$ cat config.mk
export PLATFORM = sky130hd
export DESIGN_NAME = dcache_data_array
export DESIGN_NICKNAME = d
export VERILOG_FILES = /design/src/design/dcache_pkg.sv /design/src/design/dcache_data_array.sv
export VERILOG_INCLUDE_DIRS = /design/src /design/src/design
export SDC_FILE = /design/constraint.sdc
export NUM_CORES = 2
export LEC_CHECK = 0
export BUFFER_PORTS_ARGS = -buffer_cell sky130_fd_sc_hd__buf_2
export CAP_MARGIN = 20
export CORE_AREA = 2 2 569 571
export CTS_BUF_LIST = sky130_fd_sc_hd__clkbuf_8
export DETAILED_ROUTE_END_ITERATION = 12
export DIE_AREA = 0 0 571 573
export GPL_ROUTABILITY_DRIVEN = 0
export PLACE_DENSITY = 0.68
export SYNTH_ARGS = -nofsm -noshare
export SYNTH_HDL_FRONTEND = slang
export SYNTH_SLANG_ARGS = --single-unit
$ cat constraint.sdc
create_clock -name clk -period 10.64 [get_ports clk]
set_input_delay 0 -clock clk [delete_from_list [all_inputs] [get_ports clk]]
set_output_delay 0 -clock clk [all_outputs]
set_load 0.01 [all_outputs]
$ cat src/design/dcache_params.svh
`ifndef DCACHE_PARAMS_SVH
`define DCACHE_PARAMS_SVH

// ======================================================================
// cache geometry
// ======================================================================
`define DC_ADDR_W  32
`define DC_WAYS    2
`define DC_SETS    16
`define DC_IDX_W   4
`define DC_WORDS   4
`define DC_OFS_W   4
`define DC_TAG_W   24
`define DC_LINE_W  128

// address field positions
`define DC_IDX_LSB `DC_OFS_W
`define DC_TAG_LSB (`DC_OFS_W + `DC_IDX_W)

// size and extension codes on the request port
`define DC_SZ_B    3'd0
`define DC_SZ_H    3'd1
`define DC_SZ_W    3'd2
`define DC_SZ_BU   3'd4
`define DC_SZ_HU   3'd5

`endif

$ cat src/design/dcache_pkg.sv
`include "dcache_params.svh"

package dcache_pkg;

  // one cache line, seen as words or as bytes
  // byte 0 and word 0 sit at the low end (little endian)
  typedef union packed {
    logic [`DC_WORDS-1:0][31:0]     words;
    logic [`DC_LINE_W/8-1:0][7:0]   bytes;
  } dcache_line_u;

endpackage

$ cat src/design/dcache_data_array.sv
`timescale 1ns/1ps
`include "dcache_params.svh"

module dcache_data_array
  import dcache_pkg::*;
(
  input  logic                 clk,
  input  logic                 rst_n,
  input  logic [`DC_IDX_W-1:0] idx_i,
  input  logic                 rd_way_i,
  input  logic                 wr_i,
  input  logic                 wr_way_i,
  input  dcache_line_u         line_i,
  input  logic                 merge_i,
  input  logic [`DC_OFS_W-1:0] ofs_i,
  input  logic [2:0]           size_i,
  input  logic [31:0]          wdata_i,
  output dcache_line_u         line_o
);

  dcache_line_u mem_q [`DC_WAYS][`DC_SETS];
  dcache_line_u wr_line;
  logic [31:0]  st_lanes;
  logic [3:0]   st_be;

  assign line_o = mem_q[rd_way_i][idx_i];

  // store data replicated over the lanes, byte enables from offset
  always_comb begin
    case (size_i)
      `DC_SZ_B, `DC_SZ_BU: begin
        st_lanes = {4{wdata_i[7:0]}};
        st_be    = 4'b0001 << ofs_i[1:0];
      end
      `DC_SZ_H, `DC_SZ_HU: begin
        st_lanes = {2{wdata_i[15:0]}};
        st_be    = ofs_i[1] ? 4'b1100 : 4'b0011;
      end
      default: begin
        st_lanes = wdata_i;
        st_be    = 4'b1111;
      end
    endcase
    wr_line = line_i;
    for (int b = 0; b < 4; b++) begin
      if (merge_i && st_be[b]) begin
        wr_line.bytes[{ofs_i[3:2], 2'(b)}] = st_lanes[8*b +: 8];
      end
    end
  end

  // no array writes while reset is held
  always_ff @(posedge clk) begin
    if (rst_n && wr_i) begin
      mem_q[wr_way_i][idx_i] <= wr_line;
    end
  end

endmodule

# Word-level counts from Yosys, hierarchy flattened
# Memory sizes are Yosys's and may differ from the RTL's.
# Cells that the tools add are included.
classes:
  n_addsub: 0
  multipliers: 0
  div: 0
  order_cmp: 10
  n_eq_ne: 3
  n_shift: 1
  muxes: 26
  n_bitwise: 1
  n_reduce_logical: 13
ops:
  columns: ["op", "n"]
  rows:
  - ["$mux W2048", 1]
  - ["$mux W128", 7]
  - ["$bmux W128 S4", 1]
  - ["$bwmux W128", 4]
  - ["$demux W128 S4", 1]
  - ["$demux W8 S2", 4]
  - ["$pmux W32 S2", 1]
  - ["$mux W8", 4]
  - ["$lt A4 B5 Y1 const B", 4]
  - ["$ge A4 B1 Y1 const B", 4]
  - ["$logic_and A1 B1 Y1", 10]
  - ["$pmux W4 S2", 1]
  - ["$eq A3 B3 Y1 const B", 2]
  - ["$ge A5 B5 Y1 const B", 1]
  - ["$lt A5 B1 Y1 const B", 1]
  - ["$not A4 Y5", 1]
  - ["$mux W4", 1]
  - ["$reduce_or A2 Y1", 2]
  - ["$shl A1 B2 Y4 const A", 1]
  - ["$eq A3 B1 Y1 const B", 1]
  - ["$logic_not A3 Y1", 1]
  - ["$mux W1", 1]
totals:
  regBits: 0
  latchBits: 0
  ramBits: 4096
  romBits: 0
  wordCells: 55
  n_memories: 1
mem_list:
  columns: ["memory", "words", "word_bits", "rd", "rd_clocked_by_memory_dff", "wr", "line", "rtl"]
  rows:
  - ["mem_q", 2, 2048, 1, 0, 1, "dcache_data_array.sv:21", "dcache_line_u mem_q [`DC_WAYS][`DC_SETS];"]

# Depth between registers and ports, before layout
depth:
  word_depth: 12
  mapped_depth: 9
  mapped_depth_nobuf: 5

# Worst setup path before layout
# OpenSTA, ideal clock, no wires.
synth_path:
  kind: "input to register"
  startpoint: "input idx_i[1]"
  endpoint: "memory mem_q[0][1664] in the netlist's numbering, enable pin"
  arrival_ps: 9480
  setup_slack_ps: 388
  path_stages: 6
  path_buffers: 3
  path_cell_list: "nor2b_1 > buf_4 > buf_4 > buf_2 > nand3_1 > nor3_1"
synth_between:
  elab_chain_cells: 6
  elab_cells_between_ends: 7
synth_lines:
  columns: ["element", "line", "rtl"]
  rows:
  - ["start: declaration", "dcache_data_array.sv:9", "input logic [`DC_IDX_W-1:0] idx_i,"]
  - ["$not A4 Y5 (not written as such) *", "dcache_data_array.sv:55", "mem_q[wr_way_i][idx_i] <= wr_line;"]
  - ["$ge A5 B5 Y1 (not written as such) / $lt A5 B1 Y1 (equally long branches)", "dcache_data_array.sv:55", null]
  - ["$logic_and A1 B1 Y1 (not written as such)", "dcache_data_array.sv:55", null]
  - ["$mux W128 (not written as such)", "dcache_data_array.sv:55", null]
  - ["$demux W128 S4 *", "dcache_data_array.sv:55", null]
  - ["$mux W2048 (not written as such) *", "dcache_data_array.sv:55", null]
  - ["end: declaration", "dcache_data_array.sv:21", null]
# Mark *: on every way between the ends. The rest lies on a longest branch, timed or not.

==> metrics.cfg <==
[status]
status=finished clean

[global_routing]
grt_overflow=0
met3_usage_pct=4.82
antenna_found_initial=41
grt_pass1_wl_um=622000
grt_usage_pct=26.7
grt_pass1_vias=86000
grt-busiest-layer=met2
use_met2_pct=41.6
grt_max_degree=139
global_route.usage.met1_pct=36.5

[sta]
fin_crit_sh_pct=47.2
whs_ns=0.00343
setup_viol=0
setup_ws_ns=5.62
slew_viol_final=0
fin_setup_tns_ns=0
rsz0062_at_grt=false
worstMarginPinSlew_ns=1.25
fmax_ghz=0.199
min_period_ns=5.02
final_hold_viol_count=0
slew_headroom_pct=16.4

[floorplanning]
start_util_pct=49.8
io_pins=305
fp.dieW_um=571
die_h_um=573
rows=208
core_area_um2=320000
die-area_um2=327000

[clock_tree]
cts_tree=done
cts.path.max_buffers=4
clk_pin_slew_ns=0.06
cts.sinks=4096
htree_levels=6
cts_resized=0
clock-root-buffer=clkbuf_8
post_cts_buffers=0
cts_buffers=635

[route]
avgRoutedWirePerCell_um=31.1
routed_via_density=6.14
via_count=88800
drt_iter0_drc=12000
postRouteAntennaNets=0
dr.pass1.iters=6
drc=0
drt_wl_total_um=450000

[worst_setup_path]
critPathLaunchType=input pin
crit_arrival_ns=5.02
end_kind=primary output
crit_type=in -> out
cp_max_fo=137
worstPathRequired_ns=10.64

[finish]
fill_cells=24100
layout_commonest_cell=edfxtp_1
final_cell_area_um2=180000
seqCellArea_um2=123000
drive_gt1_share_pct=14.4
regMostFlops=mem_q
area_growth_pct=13.0
largestRegisters=mem_q x4096
fin_cells=14500
multi_input_area_um2=34400
num-nets-final=9814
largest_reg_flops=4096
layout_common_cells=4096 x edfxtp_1, 2056 x mux2i_1, 896 x a22oi_1
post-route-util_pct=56.3

[placed_design]
numPortBuffers=303
dp.final_hpwl_um=219000
place_area_um2=166000
dp_cells=13100
pre_cts_ws_ns=5.90

[power_and_ir_drop]
power_density_nw_per_um2=176
peakVddDrop_mv=0.128
p_leak_nw=63.2
finalPower_mw=31.8

[yosys]
yosys_warnings=0
ys_seq_area_share_pct=77.0
ys_ff_latch=4096
synth_area_um2=160000
synthCells=8776
avgSynthCellArea_um2=18.2
synth_cell_types=31
synth_nets=8953

[job]
cap_violations=0

[worst_hold_path]
hold_class=in -> reg
whs_path_depth=5

==> worst max-delay path, cell delays in order <==
cell,delay (ns)
dlygate4sd3_1,0.65
buf_2,0.24
and2_4,0.26
buf_12,0.71
buf_4,0.80
buf_4,0.93
a22oi_1,0.19
and3_1,0.25
a31oi_1,0.28
nand3_1,0.29
buf_2,0.23
==> final timing paths <==
path / start / endpoint / slack (ns)
worst max-delay path: idx_i[1] / line_o[60] / 5.62
worst min-delay path: line_i[12] / mem_q[0][524]$_DFFE_PP_ / 0.003
==> final cells by class <==
class / count / share of cell area (%)
antenna: 48 / 0.0666
tap: 4305 / 2.99
clock inverter: 462 / 1.25
clock buffer: 646 / 4.93
multi-input combinational: 4152 / 19.1
sequential: 4096 / 68.2
inverter: 1 / 0.00208
timing repair buffer: 751 / 3.47
==> cell usage after synthesis <==
cell / count / area (um^2)
buf_4: 102 / 766
nor3_1: 16 / 80.1
nor3b_4: 2 / 37.5
and3_1: 128 / 801
o21ai_2: 1 / 8.76
edfxtp_1: 4096 / 123000
clkbuf_4: 11 / 82.6
o21a_1: 4 / 30.0
buf_2: 235 / 1180
nand2_1: 206 / 773
o21ai_0: 64 / 320
inv_1: 1 / 3.75
nor2_2: 2 / 12.5
o21ba_2: 1 / 10.0
a21oi_1: 137 / 686
nor2_1: 26 / 97.6
buf_6: 4 / 45.0
a22oi_1: 896 / 6730
a21boi_1: 1 / 7.51
nor3_4: 1 / 16.3
nand2b_1: 2 / 12.5
nor2b_1: 6 / 37.5
or2_2: 1 / 6.26
mux2i_1: 2064 / 20700
buf_1: 14 / 52.6
and2_1: 1 / 6.26
nand3_1: 392 / 1960
a31oi_1: 128 / 801
nor2_4: 1 / 11.3
mux2_2: 72 / 811
clkbuf_1: 161 / 604
==> power by group <==
| part | internal (mW) | switching [mW] | total, mW |
|---|---|---|---|
| Clock | 5.78 | 5.98 | 11.8 |
| Combinational | 0.636 | 1.40 | 2.04 |
| Sequential | 18.0 | 0.0257 | 18.0 |
==> layer usage <==
layer,up-vias,routed length (um)
met2,4801,211000
li1,37300,-
met4,8,20200
met1,45800,175000
met3,826,43300
met5,-,46
==> kinds of logic after synthesis <==
family                 after synthesis  share of synthesized area (%)
multiplexers                      2136                           13.4
buffers and inverters              528                           1.71
flip-flops                        4096                           77.0
AO/OA/AOI/OAI                     1232                           5.38
AND/OR/NAND/NOR                    784                           2.41
==> repair_timing <==
item / in CTS / in global routing
hold buffers: 201 / 15
endpoints found under the hold margin: 4939 / 222
endpoints found under the setup margin: 0 / 0
(Power assumes the default switching activity.)
