==> src/design/dcache_params.svh <==
`ifndef DCACHE_PARAMS_SVH
`define DCACHE_PARAMS_SVH

// ======================================================================
// cache geometry
// ======================================================================
`define DC_ADDR_W  32
`define DC_WAYS    2
`define DC_SETS    16
`define DC_IDX_W   4
`define DC_WORDS   4
`define DC_OFS_W   4
`define DC_TAG_W   24
`define DC_LINE_W  128

// address field positions
`define DC_IDX_LSB `DC_OFS_W
`define DC_TAG_LSB (`DC_OFS_W + `DC_IDX_W)

// size and extension codes on the request port
`define DC_SZ_B    3'd0
`define DC_SZ_H    3'd1
`define DC_SZ_W    3'd2
`define DC_SZ_BU   3'd4
`define DC_SZ_HU   3'd5

`endif

==> src/design/dcache_pkg.sv <==
`include "dcache_params.svh"

package dcache_pkg;

  // one cache line, seen as words or as bytes
  // byte 0 and word 0 sit at the low end (little endian)
  typedef union packed {
    logic [`DC_WORDS-1:0][31:0]     words;
    logic [`DC_LINE_W/8-1:0][7:0]   bytes;
  } dcache_line_u;

endpackage

==> src/design/dcache_load_align.sv <==
`timescale 1ns/1ps
`include "dcache_params.svh"

module dcache_load_align
  import dcache_pkg::*;
(
  input  dcache_line_u         line_i,
  input  logic [`DC_OFS_W-1:0] ofs_i,
  input  logic [2:0]           size_i,
  output logic [31:0]          rdata_o
);

  logic [31:0] sel_word;
  logic [7:0]  sel_byte;
  logic [15:0] sel_half;

  // word first, then the lane inside it
  assign sel_word = line_i.words[ofs_i[3:2]];
  assign sel_byte = sel_word[8*ofs_i[1:0] +: 8];
  assign sel_half = ofs_i[1] ? sel_word[31:16] : sel_word[15:0];

  always_comb begin
    case (size_i)
      `DC_SZ_B:  rdata_o = {{24{sel_byte[7]}}, sel_byte};
      `DC_SZ_H:  rdata_o = {{16{sel_half[15]}}, sel_half};
      `DC_SZ_BU: rdata_o = {24'd0, sel_byte};
      `DC_SZ_HU: rdata_o = {16'd0, sel_half};
      default:   rdata_o = sel_word;
    endcase
  end

endmodule

==> config.mk <==
export PLATFORM = sky130hd
export DESIGN_NAME = dcache_load_align
export DESIGN_NICKNAME = d
export VERILOG_FILES = /design/src/design/dcache_pkg.sv /design/src/design/dcache_load_align.sv
export VERILOG_INCLUDE_DIRS = /design/src /design/src/design
export SDC_FILE = /design/constraint.sdc
export NUM_CORES = 1
export LEC_CHECK = 0
export ABC_CLOCK_PERIOD_IN_PS = 2090
export BUFFER_PORTS_ARGS = -buffer_cell sky130_fd_sc_hd__buf_2
export CORE_MARGIN = 4
export CORE_UTILIZATION = 40
export DETAILED_ROUTE_END_ITERATION = 16
export PLACE_DENSITY_LB_ADDON = 0.08
export SLEW_MARGIN = 20
export SYNTH_ARGS = -nofsm -noshare
export SYNTH_HDL_FRONTEND = slang
export SYNTH_SLANG_ARGS = --single-unit
==> constraint.sdc <==
create_clock -name vclk -period 2.09
set_input_delay 0.3135 -clock vclk [all_inputs]
set_output_delay 0.3135 -clock vclk [all_outputs]
set_load 0.03 [all_outputs]
After elaboration in Yosys (flattened, before gate mapping)
Cells that the tools add are included.
{ "op_classes": {"mux": 4, "shifts": 1, "order_cmp": 1, "n_eq_ne": 3, "reduce_logical": 1} }
{ "ops": {"columns": ["op", "n"], "rows": [
  ["$pmux 32 s4", 1],
  ["$bmux 32 s2", 1],
  ["$mux 32", 1],
  ["$shiftx 32x6->8", 1],
  ["$mux 16", 1],
  ["$eq 3x3->1 const B", 2],
  ["$eq 3x1->1 const B", 1],
  ["$logic_not 3->1", 1],
  ["$lt 2x3->1 const B", 1]
]} }
{ "word_totals": {"word_cells": 10, "reg_bits": 0, "inputBits": 135} }

Logic depth before layout (Yosys ltp)
Gate-level depths: netlist of run 1.
{ "depth": {"ltp_word": 4, "ltp_mapped": 8, "ltp_nobuf": 5} }

Worst setup path after synthesis of run 1
Ideal clock, no wire load.
{ "synth_timing": {"path_type": "input to output", "from": "input port ofs_i[2]", "to": "output port rdata_o[9]", "stages": 6, "required_ns": 1.776, "path_slack_ns": -0.231, "arrival_time_ns": 2.007, "cell_sequence": "buf_6 -> buf_12 -> mux2i_2 -> a2111oi_4 -> nor4_1 -> nor3_1"} }
{ "synth_via": {"elab_chain_cells": 4} }
{ "synth_rtl": {"columns": ["element", "line_no", "rtl"], "rows": [
  ["start: declaration", "dcache_load_align.sv:8", "input logic [`DC_OFS_W-1:0] ofs_i,"],
  ["$bmux 32 s2 *", "dcache_load_align.sv:18", "assign sel_word = line_i.words[ofs_i[3:2]];"],
  ["$mux 32 (not written as such) *", "dcache_load_align.sv:18", null],
  ["$shiftx 32x6->8 / $mux 16 (equally long branches)", "dcache_load_align.sv:19, dcache_load_align.sv:20", null],
  ["$pmux 32 s4 *", "dcache_load_align.sv:23", "case (size_i)"],
  ["end: declaration", "dcache_load_align.sv:10", "output logic [31:0] rdata_o"]
]} }
Every way passes the cells marked *; elsewhere a longest branch is shown, timed or not. The select of a mux whose other input is x is not followed.

Worst setup path after layout of run 1
{ "layout_timing": {"from": "input port ofs_i[2]", "to": "output port rdata_o[29]"} }
Same word-level chain as after synthesis.

==> out/qor.yml, run 1 <==
outcome:
  status: "finished, violations left"
  violations: "negative setup slack"
synth:
  postSynthAreaPerCell_sq_um: 8.471
  synth_top_area_share: 0.2395
  synth_warnings: 0
  synth_top_area_cell: "mux4_2"
  synth_nets: 357
  yosysSeqAreaShare: 0
  synthesis.area_sq_um: 1881
  syn-instance-count: 222
  synthTopCellsByArea: "mux4_2 24%, mux2_2 8.4%, o22a_1 5.6%"
  ys_types: 43
timing:
  setup_violations: 30
  setup_ws_ps: -99.96
  fmax_mhz: 456.6
  finalCriticalPeriod_ps: 2190
  whs_ps: 1047
  tightest_slew_ps: 466.0
  finalMaxSlewViolations: 0
  min_period_over_period: 1.048
  maxSlewHeadroom: 0.6886
  hold_viol_final: 0
  rsz0062_at_grt: "yes"
detailed_routing:
  drt-initial-drc-count: 86
  firstDrtPassIters: 4
  drc: 0
  routed_wl_um: 8067
  wl_per_cell_um: 17.27
  vias_per_cell: 5.615
  final_antenna_net_count: 0
  vias: 2622
global_routing:
  grt_max_degree: 22
  grt_util_all_layers: 0.2617
  antenna_found_initial: 0
  grt_pass1_vias: 2859
  gr-total-overflow: 0
  grt_pass1_wl_um: 13050
worst_hold_path:
  hold_class: "input pin to output pin"
  worstHoldPathCells: 3
setup_path:
  critPathRequiredTime_ps: 1780
  critPathKind: "input pin to output pin"
  end_kind: "output pin"
  cp-start-kind: "input pin"
  crit_path_max_fanout: 9
  worstPathArrival_ps: 1880
floorplanning:
  start_util: 0.4231
  fp.dieArea_sq_um: 5862
  rows: 24
  die_x_um: 76.57
  die_y_um: 76.57
  ios: 167
  core_area_sq_um: 4444
final_layout:
  mostFrequentLayoutCell: "buf_2"
  design.seq.count: 0
  syn2layout_area_growth_pct: 89.89
  design_area_sq_um: 3571
  fin_util: 0.8035
  n_antenna_cell: 0
  clock_buffers: 0
  seqCellArea_sq_um: 0
  drive_gt1_frac: 0.7422
  mostFrequentLayoutCells: "133 x buf_2, 38 x buf_4, 33 x buf_6, 20 x mux4_2"
  nets: 552
power:
  total_power_mw: 1.088
  power_leakage_nw: 1.704
  vdd.ir_drop.worst_uv: 217.5
  power.density_nw_per_um2: 304.7
place:
  place_area_sq_um: 2950
  dp_hpwl_um: 6095
  post-place-ws_ps: -284.4
  io_buffers: 167
  routabilityCongestion: 0.8453
job:
  cap_violations: 0
cell type report:
type,count,area [sq um]
fillers,318,873.3
inverters,3,11.26
multi-input cells,198,1984
well taps,52,65.06
repair buffers,214,1510
metal layers:
layer / wire length [um] / share of wire / GRT usage
met5: 0 / 0 / 0
met4: 89 / 0.011 / 0.03804
met3: 446 / 0.055 / 0.02955
met2: 4588 / 0.57 / 0.5387
met1: 2942 / 0.36 / 0.2860
report_power, final:
group	switching (mW)	total [mW]	leakage (nW)	internal, mW
clock network	0	0	0	0
registers	0	0	0	0
logic	0.530	1.09	1.70	0.558
total	0.530	1.09	1.70	0.558
synthesized netlist by cell type, types with 8 or more instances:
master / instances
mux2_2: 14
o22a_1: 12
nand2_2: 10
mux2i_1: 10
mux4_2: 20
clkbuf_1: 9
a21oi_1: 14
nand2_1: 21
o21ai_0: 8
nor2_1: 12
stage by stage:
step                      setup TNS [ps]  cells
after CTS                          -1800    462
after global placement             -5872    453
after detailed placement           -6774    453
after floorplan                   -6.196    222
final                              -1798    467
after global routing               -3418    467
worst paths after layout:
kind              startpoint           to  slack (ps)
setup / recovery    ofs_i[2]  rdata_o[29]        -100
hold / removal     size_i[1]   rdata_o[7]        1050
repair_timing:
item | CTS | global route
endpoints found under the setup margin | 32 | 32
pin swaps | 8 | 13
buffers inserted | 8 | 4
hold buffers | 0 | 0
gates cloned | 1 | 1
gates resized for setup | 110 | 20
endpoints found under the hold margin | 0 | 0
critical path, stage by stage:
cell	delay, ps
buf_8	110
buf_12	140
mux2_4	300
o22ai_2	160
nor4_2	70
buf_4	140
o21ai_4	230
clkbuf_16	210
nand2_2	50
buf_6	140
kinds of logic after synthesis:
family / after synthesis / synth area share
compound gates: 73 / 0.2981
buf+inv: 24 / 0.08383
mux: 49 / 0.4078
simple gates: 76 / 0.2103
Power figures use the tool's default switching activity.
==> run 2: changes to the inputs <==
--- a/config.mk
+++ b/config.mk
@@ -6,10 +6,11 @@
 export SDC_FILE = /design/constraint.sdc
 export NUM_CORES = 1
 export LEC_CHECK = 0
+export ABC_AREA = 1
 export ABC_CLOCK_PERIOD_IN_PS = 2090
 export BUFFER_PORTS_ARGS = -buffer_cell sky130_fd_sc_hd__buf_2
 export CORE_MARGIN = 4
-export CORE_UTILIZATION = 40
+export CORE_UTILIZATION = 38
 export DETAILED_ROUTE_END_ITERATION = 16
 export PLACE_DENSITY_LB_ADDON = 0.08
 export SLEW_MARGIN = 20
==> constraint.sdc (replaced) <==
create_clock -name vclk -period 2.09
set_input_delay 0.3135 -clock vclk [all_inputs]
set_output_delay 0.3135 -clock vclk [all_outputs]
set_load 0.01 [all_outputs]
==> out/qor.yml, run 2 <==
worst_hold_path:
  hold_class: "input pin to output pin"
timing:
  setup_violations: 0
  tightest_slew_ps: 384.1
  finalCriticalPeriod_ps: 1922
  finalMaxSlewViolations: 0
  setup_ws_ps: 168.1
  min_period_over_period: 0.9196
  whs_ps: 1020
  hold_viol_final: 0
  rsz0062_at_grt: "no"
  fmax_mhz: 520.3
  setup_tns_ps: 0
  maxSlewHeadroom: 0.7437
global_routing:
  gr-total-overflow: 0
  grt_pass1_vias: 2567
  antenna_found_initial: 0
  grt_pass1_wl_um: 11060
  grt_util_all_layers: 0.2405
  grt_max_degree: 32
power:
  comb_power_share: 1.000
  power_leakage_nw: 1.566
  p_sw_mw: 0.3470
  vdd.ir_drop.worst_uv: 148.0
  power.density_nw_per_um2: 243.6
  pwr-share-clk: 0
  total_power_mw: 0.6324
  switching_share: 0.5487
  cellInternalPower_mw: 0.2854
  seq_power_share: 0
synth:
  synthTopCellsByArea: "nand2_1 29%, nand3_1 25%, o21ai_0 9.9%"
  synth_common_cells: "131 x nand2_1, 82 x nand3_1, 39 x nor2_1"
  synth.most_common_cell: "nand2_1"
  synth_top_area_cell: "nand2_1"
  synth_warnings: 0
  yosysSeqAreaShare: 0
  postSynthAreaPerCell_sq_um: 4.585
  synth_nets: 499
  synthesis.area_sq_um: 1669
  syn-instance-count: 364
  synth_top_area_share: 0.2946
  ys_types: 21
floorplanning:
  fp.dieArea_sq_um: 5517
  die_y_um: 74.28
  ios: 167
  rows: 23
  die_x_um: 74.28
  core_area_sq_um: 4115
  start_util: 0.4056
outcome:
  status: "completed"
final_layout:
  design_area_sq_um: 2596
  n_fill_cell: 437
  fin_util: 0.6309
  design.seq.count: 0
  seqCellArea_sq_um: 0
  multi_input_area_sq_um: 1440
  mostFrequentLayoutCells: "166 x buf_2, 131 x nand2_1, 82 x nand3_1, 39 x nor2_1, 32 x o21ai_0"
  clock_buffers: 0
  syn2layout_area_growth_pct: 55.55
  fin_cells: 571
  n_antenna_cell: 0
  nets: 658
  drive_gt1_frac: 0.3685
  mostFrequentLayoutCell: "buf_2"
detailed_routing:
  vias_per_cell: 5.256
  drc: 0
  firstDrtPassIters: 4
  vias: 3001
  drt-initial-drc-count: 219
  wl_per_cell_um: 13.12
  final_antenna_net_count: 0
  routed_wl_um: 7493
place:
  place_area_sq_um: 2556
  io_buffers: 167
  routabilityCongestion: 0.9072
  dp.cells: 570
  dp_hpwl_um: 6141
  post-place-ws_ps: 81.76
setup_path:
  cp-start-kind: "input pin"
  critPathRequiredTime_ps: 1780
  worstPathArrival_ps: 1610
  crit_path_max_fanout: 28
  end_kind: "output pin"
  critPathKind: "input pin to output pin"
job:
  cap_violations: 0
-- run 2: cell types whose count changed in the layout (fill, tap and decap cells not counted), sizes merged, moves of 20 or more --
| cell | before | now |
|---|---|---|
| mux4 | 20 | 0 |
| nand3 | 0 | 83 |
| buf | 211 | 183 |
| o21ai | 9 | 33 |
| nor2 | 12 | 39 |
| nand2 | 31 | 133 |
-- run 2: kinds of logic after synthesis --
kind of cell / count (synthesis) / share of synthesized area
AND/OR/NAND/NOR: 256 / 0.6462
AO/OA/AOI/OAI: 64 / 0.2144
buffers and inverters: 44 / 0.1394
-- run 2: cell type report --
type                            instances  share of cell area
Timing Repair Buffer                  184              0.3947
Tap cell                               50             0.02410
Inverter                               17             0.02651
Multi-Input combinational cell        320              0.5547
-- run 2: repair_timing --
action,in CTS,in global routing
endpoints found under the setup margin,0,14
hold buffers,0,0
gates resized for setup,0,8
buffers inserted,0,0
-- run 2: metal layers --
layer / track usage / up-vias / share of wire
li1: - / 1530 / -
met5: 0 / - / 0
met1: 0.3181 / 1335 / 0.40
met2: 0.4281 / 124 / 0.48
met4: 0.03360 / 0 / 0.017
met3: 0.02838 / 12 / 0.096
-- run 2: worst max-delay path, stage by stage --
cell and delay [ps]:
buf_4 150, inv_4 130, buf_12 180, nor2_1 60
o21ai_0 250, nand2_1 110, nand3_1 80, nand2_1 60
a21oi_1 130, buf_2 150
-- run 2: worst paths after layout --
check / start / endpoint / slack, ps / cells past startpoint
worst max-delay path: ofs_i[2] / rdata_o[8] / 170 / 10
worst min-delay path: size_i[0] / rdata_o[7] / 1020 / 5
-- run 2: power groups by stage --
stage                     Sequential, mW  Clock (mW)  Combinational, mW
final                                  0           0              0.632
after global placement                 0           0              0.614
after CTS                              0           0              0.620
after detailed placement               0           0              0.617
after floorplan                        0           0              0.348
after global routing                   0           0              0.705
