$ cat src/design/dcache_params.svh
`ifndef DCACHE_PARAMS_SVH
`define DCACHE_PARAMS_SVH

// ======================================================================
// cache geometry
// ======================================================================
`define DC_ADDR_W  32
`define DC_WAYS    2
`define DC_SETS    16
`define DC_IDX_W   4
`define DC_WORDS   4
`define DC_OFS_W   4
`define DC_TAG_W   24
`define DC_LINE_W  128

// address field positions
`define DC_IDX_LSB `DC_OFS_W
`define DC_TAG_LSB (`DC_OFS_W + `DC_IDX_W)

// size and extension codes on the request port
`define DC_SZ_B    3'd0
`define DC_SZ_H    3'd1
`define DC_SZ_W    3'd2
`define DC_SZ_BU   3'd4
`define DC_SZ_HU   3'd5

`endif

$ cat src/design/dcache_pkg.sv
`include "dcache_params.svh"

package dcache_pkg;

  // one cache line, seen as words or as bytes
  // byte 0 and word 0 sit at the low end (little endian)
  typedef union packed {
    logic [`DC_WORDS-1:0][31:0]     words;
    logic [`DC_LINE_W/8-1:0][7:0]   bytes;
  } dcache_line_u;

endpackage

$ cat src/design/dcache_miss_fsm.sv
`timescale 1ns/1ps
`include "dcache_params.svh"

module dcache_miss_fsm
  import dcache_pkg::*;
(
  input  logic                  clk,
  input  logic                  rst_n,
  input  logic                  start_i,
  input  logic                  victim_dirty_i,
  input  logic [`DC_TAG_W-1:0]  victim_tag_i,
  input  logic [`DC_ADDR_W-1:0] addr_i,
  input  dcache_line_u          victim_line_i,
  input  logic                  mem_req_ready_i,
  input  logic                  mem_wready_i,
  input  logic                  mem_rvalid_i,
  input  logic [31:0]           mem_rdata_i,
  output logic                  mem_req_valid_o,
  output logic                  mem_req_we_o,
  output logic [`DC_ADDR_W-1:0] mem_req_addr_o,
  output logic                  mem_wvalid_o,
  output logic [31:0]           mem_wdata_o,
  output logic                  mem_wlast_o,
  output dcache_line_u          refill_line_o,
  output logic                  fill_o,
  output logic                  busy_o
);

  localparam logic [2:0] S_IDLE    = 3'd0;
  localparam logic [2:0] S_WB_REQ  = 3'd1;
  localparam logic [2:0] S_WB_DATA = 3'd2;
  localparam logic [2:0] S_RD_REQ  = 3'd3;
  localparam logic [2:0] S_REFILL  = 3'd4;
  localparam logic [2:0] S_DONE    = 3'd5;

  localparam int BEAT_W = $clog2(`DC_WORDS);
  localparam logic [BEAT_W-1:0] LAST_BEAT = BEAT_W'(`DC_WORDS - 1);

  logic [2:0]            state_q;
  logic [BEAT_W-1:0]     wcnt_q;
  logic [BEAT_W-1:0]     rcnt_q;
  dcache_line_u          wb_line_q;
  logic [`DC_ADDR_W-1:0] wb_addr_q;
  dcache_line_u          refill_q;

  // ======================================================================
  // memory side outputs
  // ======================================================================
  assign mem_req_valid_o = (state_q == S_WB_REQ) || (state_q == S_RD_REQ);
  assign mem_req_we_o    = (state_q == S_WB_REQ);
  assign mem_req_addr_o  = mem_req_we_o ? wb_addr_q :
                           {addr_i[`DC_ADDR_W-1:`DC_OFS_W], {`DC_OFS_W{1'b0}}};

  assign mem_wvalid_o = (state_q == S_WB_DATA);
  assign mem_wdata_o  = wb_line_q.words[wcnt_q];
  assign mem_wlast_o  = (wcnt_q == LAST_BEAT);

  assign refill_line_o = refill_q;
  assign fill_o        = (state_q == S_DONE);
  assign busy_o        = (state_q != S_IDLE);

  // ======================================================================
  // sequencing
  // ======================================================================
  always_ff @(posedge clk or negedge rst_n) begin
    if (!rst_n) begin
      state_q <= S_IDLE;
      wcnt_q  <= '0;
      rcnt_q  <= '0;
    end else begin
      case (state_q)
        S_IDLE: begin
          // clean victim skips the writeback
          if (start_i) begin
            state_q <= victim_dirty_i ? S_WB_REQ : S_RD_REQ;
          end
        end
        S_WB_REQ: begin
          if (mem_req_ready_i) begin
            state_q <= S_WB_DATA;
          end
        end
        S_WB_DATA: begin
          if (mem_wready_i) begin
            wcnt_q <= wcnt_q + 1'b1;
            if (mem_wlast_o) begin
              state_q <= S_RD_REQ;
            end
          end
        end
        S_RD_REQ: begin
          if (mem_req_ready_i) begin
            state_q <= S_REFILL;
          end
        end
        S_REFILL: begin
          if (mem_rvalid_i) begin
            rcnt_q <= rcnt_q + 1'b1;
            if (rcnt_q == LAST_BEAT) begin
              state_q <= S_DONE;
            end
          end
        end
        default: state_q <= S_IDLE;
      endcase
    end
  end

  // beat buffers
  always_ff @(posedge clk) begin
    if (state_q == S_IDLE && start_i) begin
      wb_line_q <= victim_line_i;
      wb_addr_q <= {victim_tag_i, addr_i[`DC_IDX_LSB +: `DC_IDX_W], {`DC_OFS_W{1'b0}}};
    end
    if (state_q == S_REFILL && mem_rvalid_i) begin
      refill_q.words[rcnt_q] <= mem_rdata_i;
    end
  end

endmodule

$ cat config.mk
export PLATFORM = sky130hd
export DESIGN_NAME = dcache_miss_fsm
export DESIGN_NICKNAME = d
export VERILOG_FILES = /design/src/design/dcache_pkg.sv /design/src/design/dcache_miss_fsm.sv
export VERILOG_INCLUDE_DIRS = /design/src /design/src/design
export SDC_FILE = /design/constraint.sdc
export NUM_CORES = 1
export LEC_CHECK = 0
export ABC_CLOCK_PERIOD_IN_PS = 10800
export BUFFER_PORTS_ARGS = -buffer_cell sky130_fd_sc_hd__buf_4
export CORE_AREA = 2 2 163 165
export DETAILED_ROUTE_END_ITERATION = 10
export DIE_AREA = 0 0 165 167
export GPL_TIMING_DRIVEN = 0
export HOLD_SLACK_MARGIN = 0.06
export PLACE_DENSITY = 0.78
export SLEW_MARGIN = 20
export SYNTH_ARGS = -nofsm -noshare
export SYNTH_HDL_FRONTEND = slang
export SYNTH_SLANG_ARGS = --single-unit
$ cat constraint.sdc
create_clock -name clk -period 10.8 [get_ports clk]
set_input_delay 0.54 -clock clk [delete_from_list [all_inputs] [get_ports clk]]
set_output_delay 0.54 -clock clk [all_outputs]
set_load 0.05 [all_outputs]
; After elaboration in Yosys (flattened, before gate mapping)
; Cells that the tools add are included.
[word_totals]
register_bits = 291
input_bits = 223
output_inout_bits = 198
wordCells = 49
[op_classes]
add_sub_neg = 2
n_lt_le_gt_ge = 3
eq_ne = 14
mux = 15
n_reduce_logical = 9
[op_table]
columns = operator, n
row1 = 128-bit bitwise mux, 1
row2 = 32-bit two-way mux, 3
row3 = 32-bit binary-select mux with 2-bit select, 1
row4 = 32-bit demux with 2-bit select, 1
row5 = 3-bit two-way mux, 7
row6 = 3-bit case mux with 5 select lines, 1
row7 = "2-bit != test, second input constant", 6
row8 = 7-bit AND reduction, 1
row9 = "3-bit by 2-bit == test with 1-bit output, second input constant", 2
row10 = "3-bit == test, second input constant", 2
row11 = "2-bit by 3-bit < comparator with 1-bit output, second input constant", 2
row12 = "2-bit by 1-bit adder with 2-bit output, second input constant", 2
row13 = "2-bit == test, second input constant", 2
row14 = 2-bit AND reduction, 2
row15 = "3-bit by 1-bit == test with 1-bit output, second input constant", 1
row16 = 1-bit logical AND, 3
row17 = 3-bit logical NOT, 1
row18 = 3-bit nonzero test, 1
row19 = "2-bit by 1-bit greater-or-equal comparator with 1-bit output, second input constant", 1
row20 = 2-bit two-way mux, 1
row21 = "2-bit by 1-bit != test with 1-bit output, second input constant", 1
row22 = 1-bit logical OR, 1

; Longest topological paths before layout
[depth]
depth_word = 5
depth_mapped = 6
ltp_nobuf = 4

; Least setup slack after synthesis
; OpenSTA, ideal clock, no wires.
[synth_path]
path_type = register to register
startpoint = register state_q[2]
endpoint = register wb_addr_q[10] (enable)
arrival_time_ps = 7680
required_ps = 10125
setup_slack_ps = 2446
path_stages_with_launch = 4
n_path_buf = 1
synth_period_minus_slack_ps = 8354
cell_sequence = dfrtp_1 > buf_6 > or3_1 > nor2_1
[synth_between]
elab_chain_cells = 2
[synth_lines]
columns = element, line_no
row1 = start: declaration, dcache_miss_fsm.sv:39  ; logic [2:0] state_q;
row2 = start signal: assignment, dcache_miss_fsm.sv:75  ; state_q <= victim_dirty_i ? S_WB_REQ : S_RD_REQ;
row3 = 3-bit logical NOT, dcache_miss_fsm.sv:111  ; if (state_q == S_IDLE && start_i) begin
row4 = 1-bit logical AND, dcache_miss_fsm.sv:111
row5 = end signal: assignment, dcache_miss_fsm.sv:113  ; wb_addr_q <= {victim_tag_i, addr_i[`DC_IDX_LSB +: `DC_IDX_W], {`DC_OFS_W{1'b0}}};
row6 = end: declaration, dcache_miss_fsm.sv:43  ; logic [`DC_ADDR_W-1:0] wb_addr_q;
; No other way between the ends.
; A chain may end at the register's enable or synchronous reset.

; Final worst setup path
[layout_path]
startpoint = register wcnt_q[1]
endpoint = output mem_wdata_o[20]
[layout_between]
elab_chain_cells = 2
[layout_lines]
columns = element, line_no
row1 = start: declaration, dcache_miss_fsm.sv:40  ; logic [BEAT_W-1:0] wcnt_q;
row2 = start signal: assignment, dcache_miss_fsm.sv:85  ; wcnt_q <= wcnt_q + 1'b1;
row3 = 32-bit binary-select mux with 2-bit select, dcache_miss_fsm.sv:55  ; assign mem_wdata_o = wb_line_q.words[wcnt_q];
row4 = 32-bit two-way mux (not written as such), dcache_miss_fsm.sv:55
row5 = end: declaration, dcache_miss_fsm.sv:22  ; output logic [31:0] mem_wdata_o,
; No other way between the ends. The select of a mux whose other input is x is not followed.

==> flow_summary_export.csv <==
group,metric,value,unit
global_route,grt_pass1_vias,5957,
floorplanning,die_w,165,microns
global_route,grt_use_met3,6.227,%
yosys,ys_types,31,
yosys,ys_top_cells_by_area,"edfxtp_1 84%, mux4_2 7.1%, mux2_2 2.2%, dfrtp_1 1.7%, mux2_4 1.5%",
placement,dp_cells,1167,
drt,totalWireLength,24450,microns
timing,maxClockFrequency,0.3616,GHz
clock_tree,clk_pin_slew,0.06,ns
power_and_ir_drop,intPower,2.381,mW
power_and_ir_drop,irDropWorstVdd,0.0001889,V
drt,drc,0,
placement,gp_congestion,0.8010,
timing,rsz0062_at_grt,"no",
global_route,met2_usage,29.89,%
placement,port_buffers,412,
global_route,antenna_found_initial,1,
final_layout,layout_common_cells,"421 x buf_4, 284 x edfxtp_1, 32 x mux4_2, 29 x clkbuf_16, 20 x mux2_2",
placement,dp_slack,8.231,ns
yosys,synthesis.area,10210,sq um
timing,fin_skew,0.02307,ns
hold_path,hold_path.class,"in2reg",
drt,drt.antenna.violating_nets,0,
floorplanning,die_h,167,microns
floorplanning,rows,59,
floorplanning,core_area,25760,sq um
final_layout,final_common_cell,"buf_4",
timing,setup_ws,8.035,ns
global_route,grt_use_met1,18.98,%
final_layout,syn2layout_area_growth,45.31,%
setup_path,critPathMaxFanout,10,
clock_tree,cts_resized,0,
setup_path,ff2ff_path_depth,6,
clock_tree,cts_max_level,1,
yosys,synth_ff_type,"edfxtp_1",
global_route,grt_max_degree,32,
final_layout,fin_area,14840,sq um
yosys,synth.yosys.warnings,0,
setup_path,cp.arrival,2.23,ns
placement,hpwl,18310,microns
yosys,avgSynthCellArea,25.02,sq um
final_layout,drive_gt1_share,61.76,%
timing,drv_slew,0,
clock_tree,cts_tree,"built",
power_and_ir_drop,leakagePower,5.756,nW
timing,setup_tns,0,ns
power_and_ir_drop,power_switching,1.196,mW
global_route,track_usage,17.04,%
timing,maxSlewHeadroom,51.51,%
power_and_ir_drop,sw_frac_of_total,33.44,%
yosys,synth-seq-cells,291,
power_and_ir_drop,seq_power_share,40.5,%
power_and_ir_drop,pwr-share-comb,33.3,%
yosys,synth_top_cell_by_area,"edfxtp_1",
timing,finalCritPeriodShare,25.60,%
outcome,status,"finished, final reports clean",
floorplanning,start_util,39.63,%
drt,vias_per_cell,4.676,
drt,drtIter0Drc,398,
flow_run,cap_violations,0,
yosys,async_reset_ff_share,2.405,%
drt,vias,5705,
setup_path,cp.required,10.26,ns
hold_path,min_path_cells,1,
yosys,netlist_instances,408,
clock_tree,clock-root-buffer,"clkbuf_16",
timing,hold_viol_final,0,
setup_path,worst-setup-path-type,"reg2out",
timing,setup_viol,0,
timing,worst_slew_pin_slew,0.7257,ns
global_route,grt-ovfl-total,0,
placement,placedInstanceArea,13940,sq um
clock_tree,clk_latency,0.54,ns
drt,first_pass_iters,4,
clock_tree,post_cts_buffers,0,
yosys,synth-edff-count,284,
final_layout,fin_cells,1220,
floorplanning,dieArea,27560,sq um
yosys,yosysSeqAreaShare,85.25,%
clock_tree,cts.sinks,291,
drt,routedWlPerCell,20.04,microns
global_route,grt_pass1_wl,35070,microns
clock_tree,cts_made_buffers,29,
setup_path,cp-start-kind,"register",
clock_tree,cts_buffer_depth,3,
power_and_ir_drop,power_density,241.1,nW/um^2
yosys,synth_top_area_share,83.53,%
floorplanning,num_io_pins,421,
setup_path,endpoint_kind,"output port",
final_layout,final_nets,1092,
power_and_ir_drop,p_clk_share,26.2,%
timing,period_needed,2.765,ns
clock_tree,holdBufCountCts,1,
global_route,top_usage_layer,"met2",
[final timing paths]
check / slack [ns] / start / end
min: 0.17 / victim_tag_i[15] / wb_addr_q[23]$_DFFE_PP_
max reg2reg: 8.22 / state_q[2]$_DFFE_PN0P_ / wb_line_q[97]$_DFFE_PP_
max in group asynchronous: 10.33 / rst_n / wcnt_q[0]$_DFFE_PN0P_
min in group asynchronous: 0.35 / rst_n / state_q[2]$_DFFE_PN0P_
min reg2reg: 0.57 / state_q[2]$_DFFE_PN0P_ / state_q[1]$_DFFE_PN0P_
max: 8.03 / wcnt_q[1]$_DFFE_PN0P_ / mem_wdata_o[20]
[critical path, stage by stage (launching register included)]
cell	delay, ns
dfrtp_1	0.35
buf_1	0.35
buf_2	0.38
mux4_2	0.37
buf_4	0.22
[cells by family after synthesis]
| group | count (synthesis) | synth area share (%) |
|---|---|---|
| AOI/OAI and AO/OA | 5 | 0.3554 |
| xor gates and xnor gates | 2 | 0.1716 |
| adders and majority gates | 5 | 0.6127 |
| buffers and inverters | 22 | 1.568 |
| DFF | 291 | 85.25 |
| muxes | 62 | 10.74 |
| other | 1 | 0.03673 |
| and+or+nand+nor | 20 | 1.275 |
[power by group through the flow]
stage          registers, mW  clock network (mW)  logic [mW]
6_report                1.45               0.936        1.19
5_1_grt                 1.46                1.01        1.25
4_1_cts                 1.45               0.961        1.21
3_5_place_dp            1.47                   0        1.20
3_3_place_gp            1.52                   0        1.16
2_1_floorplan           1.52                   0       0.798
[synth_stat cells (all sizes together), types with 2 or more instances]
cell type	n
ha	5
and2	5
o21ai	2
nor2	6
inv	4
mux4	32
mux2	30
edfxtp	284
nand2	2
nand2b	2
buf	18
dfrtp	7
[sequential cells by signal, summed over array words and instances (netlist names)]
name / count
refill_line_o: 128
rcnt_q: 2
state_q: 3
wb_line_q: 128
wb_addr_q: 28
wcnt_q: 2
[routing by layer]
layer	share of wire (%)	wire, microns
met3	11	2810
met5	0	0
met1	35	8509
met4	3.2	788
met2	50	12340
[area by class of cell]
class / instances / area, sq um
sequential: 291 / 8703
tap: 335 / 419.2
clock inverter: 16 / 133.9
clock buffer: 35 / 748.2
multi-input combinational: 98 / 1370
antenna: 1 / 2.502
inverter: 4 / 15.01
fill: 1872 / 10930
buffer: 18 / 145.1
timing repair buffer: 422 / 3298
[stage by stage]
stage                     util (%)  total power, mW  hold slack (ns)
after CTS                    57.57            3.621           0.1433
after global routing         57.57            3.722           0.1359
final                        57.58            3.577           0.1694
after detailed placement     54.11            2.676           0.3621
after floorplan                  -            2.314           0.2444
after global placement       53.30            2.679           0.3594
(Power assumes the default switching activity.)
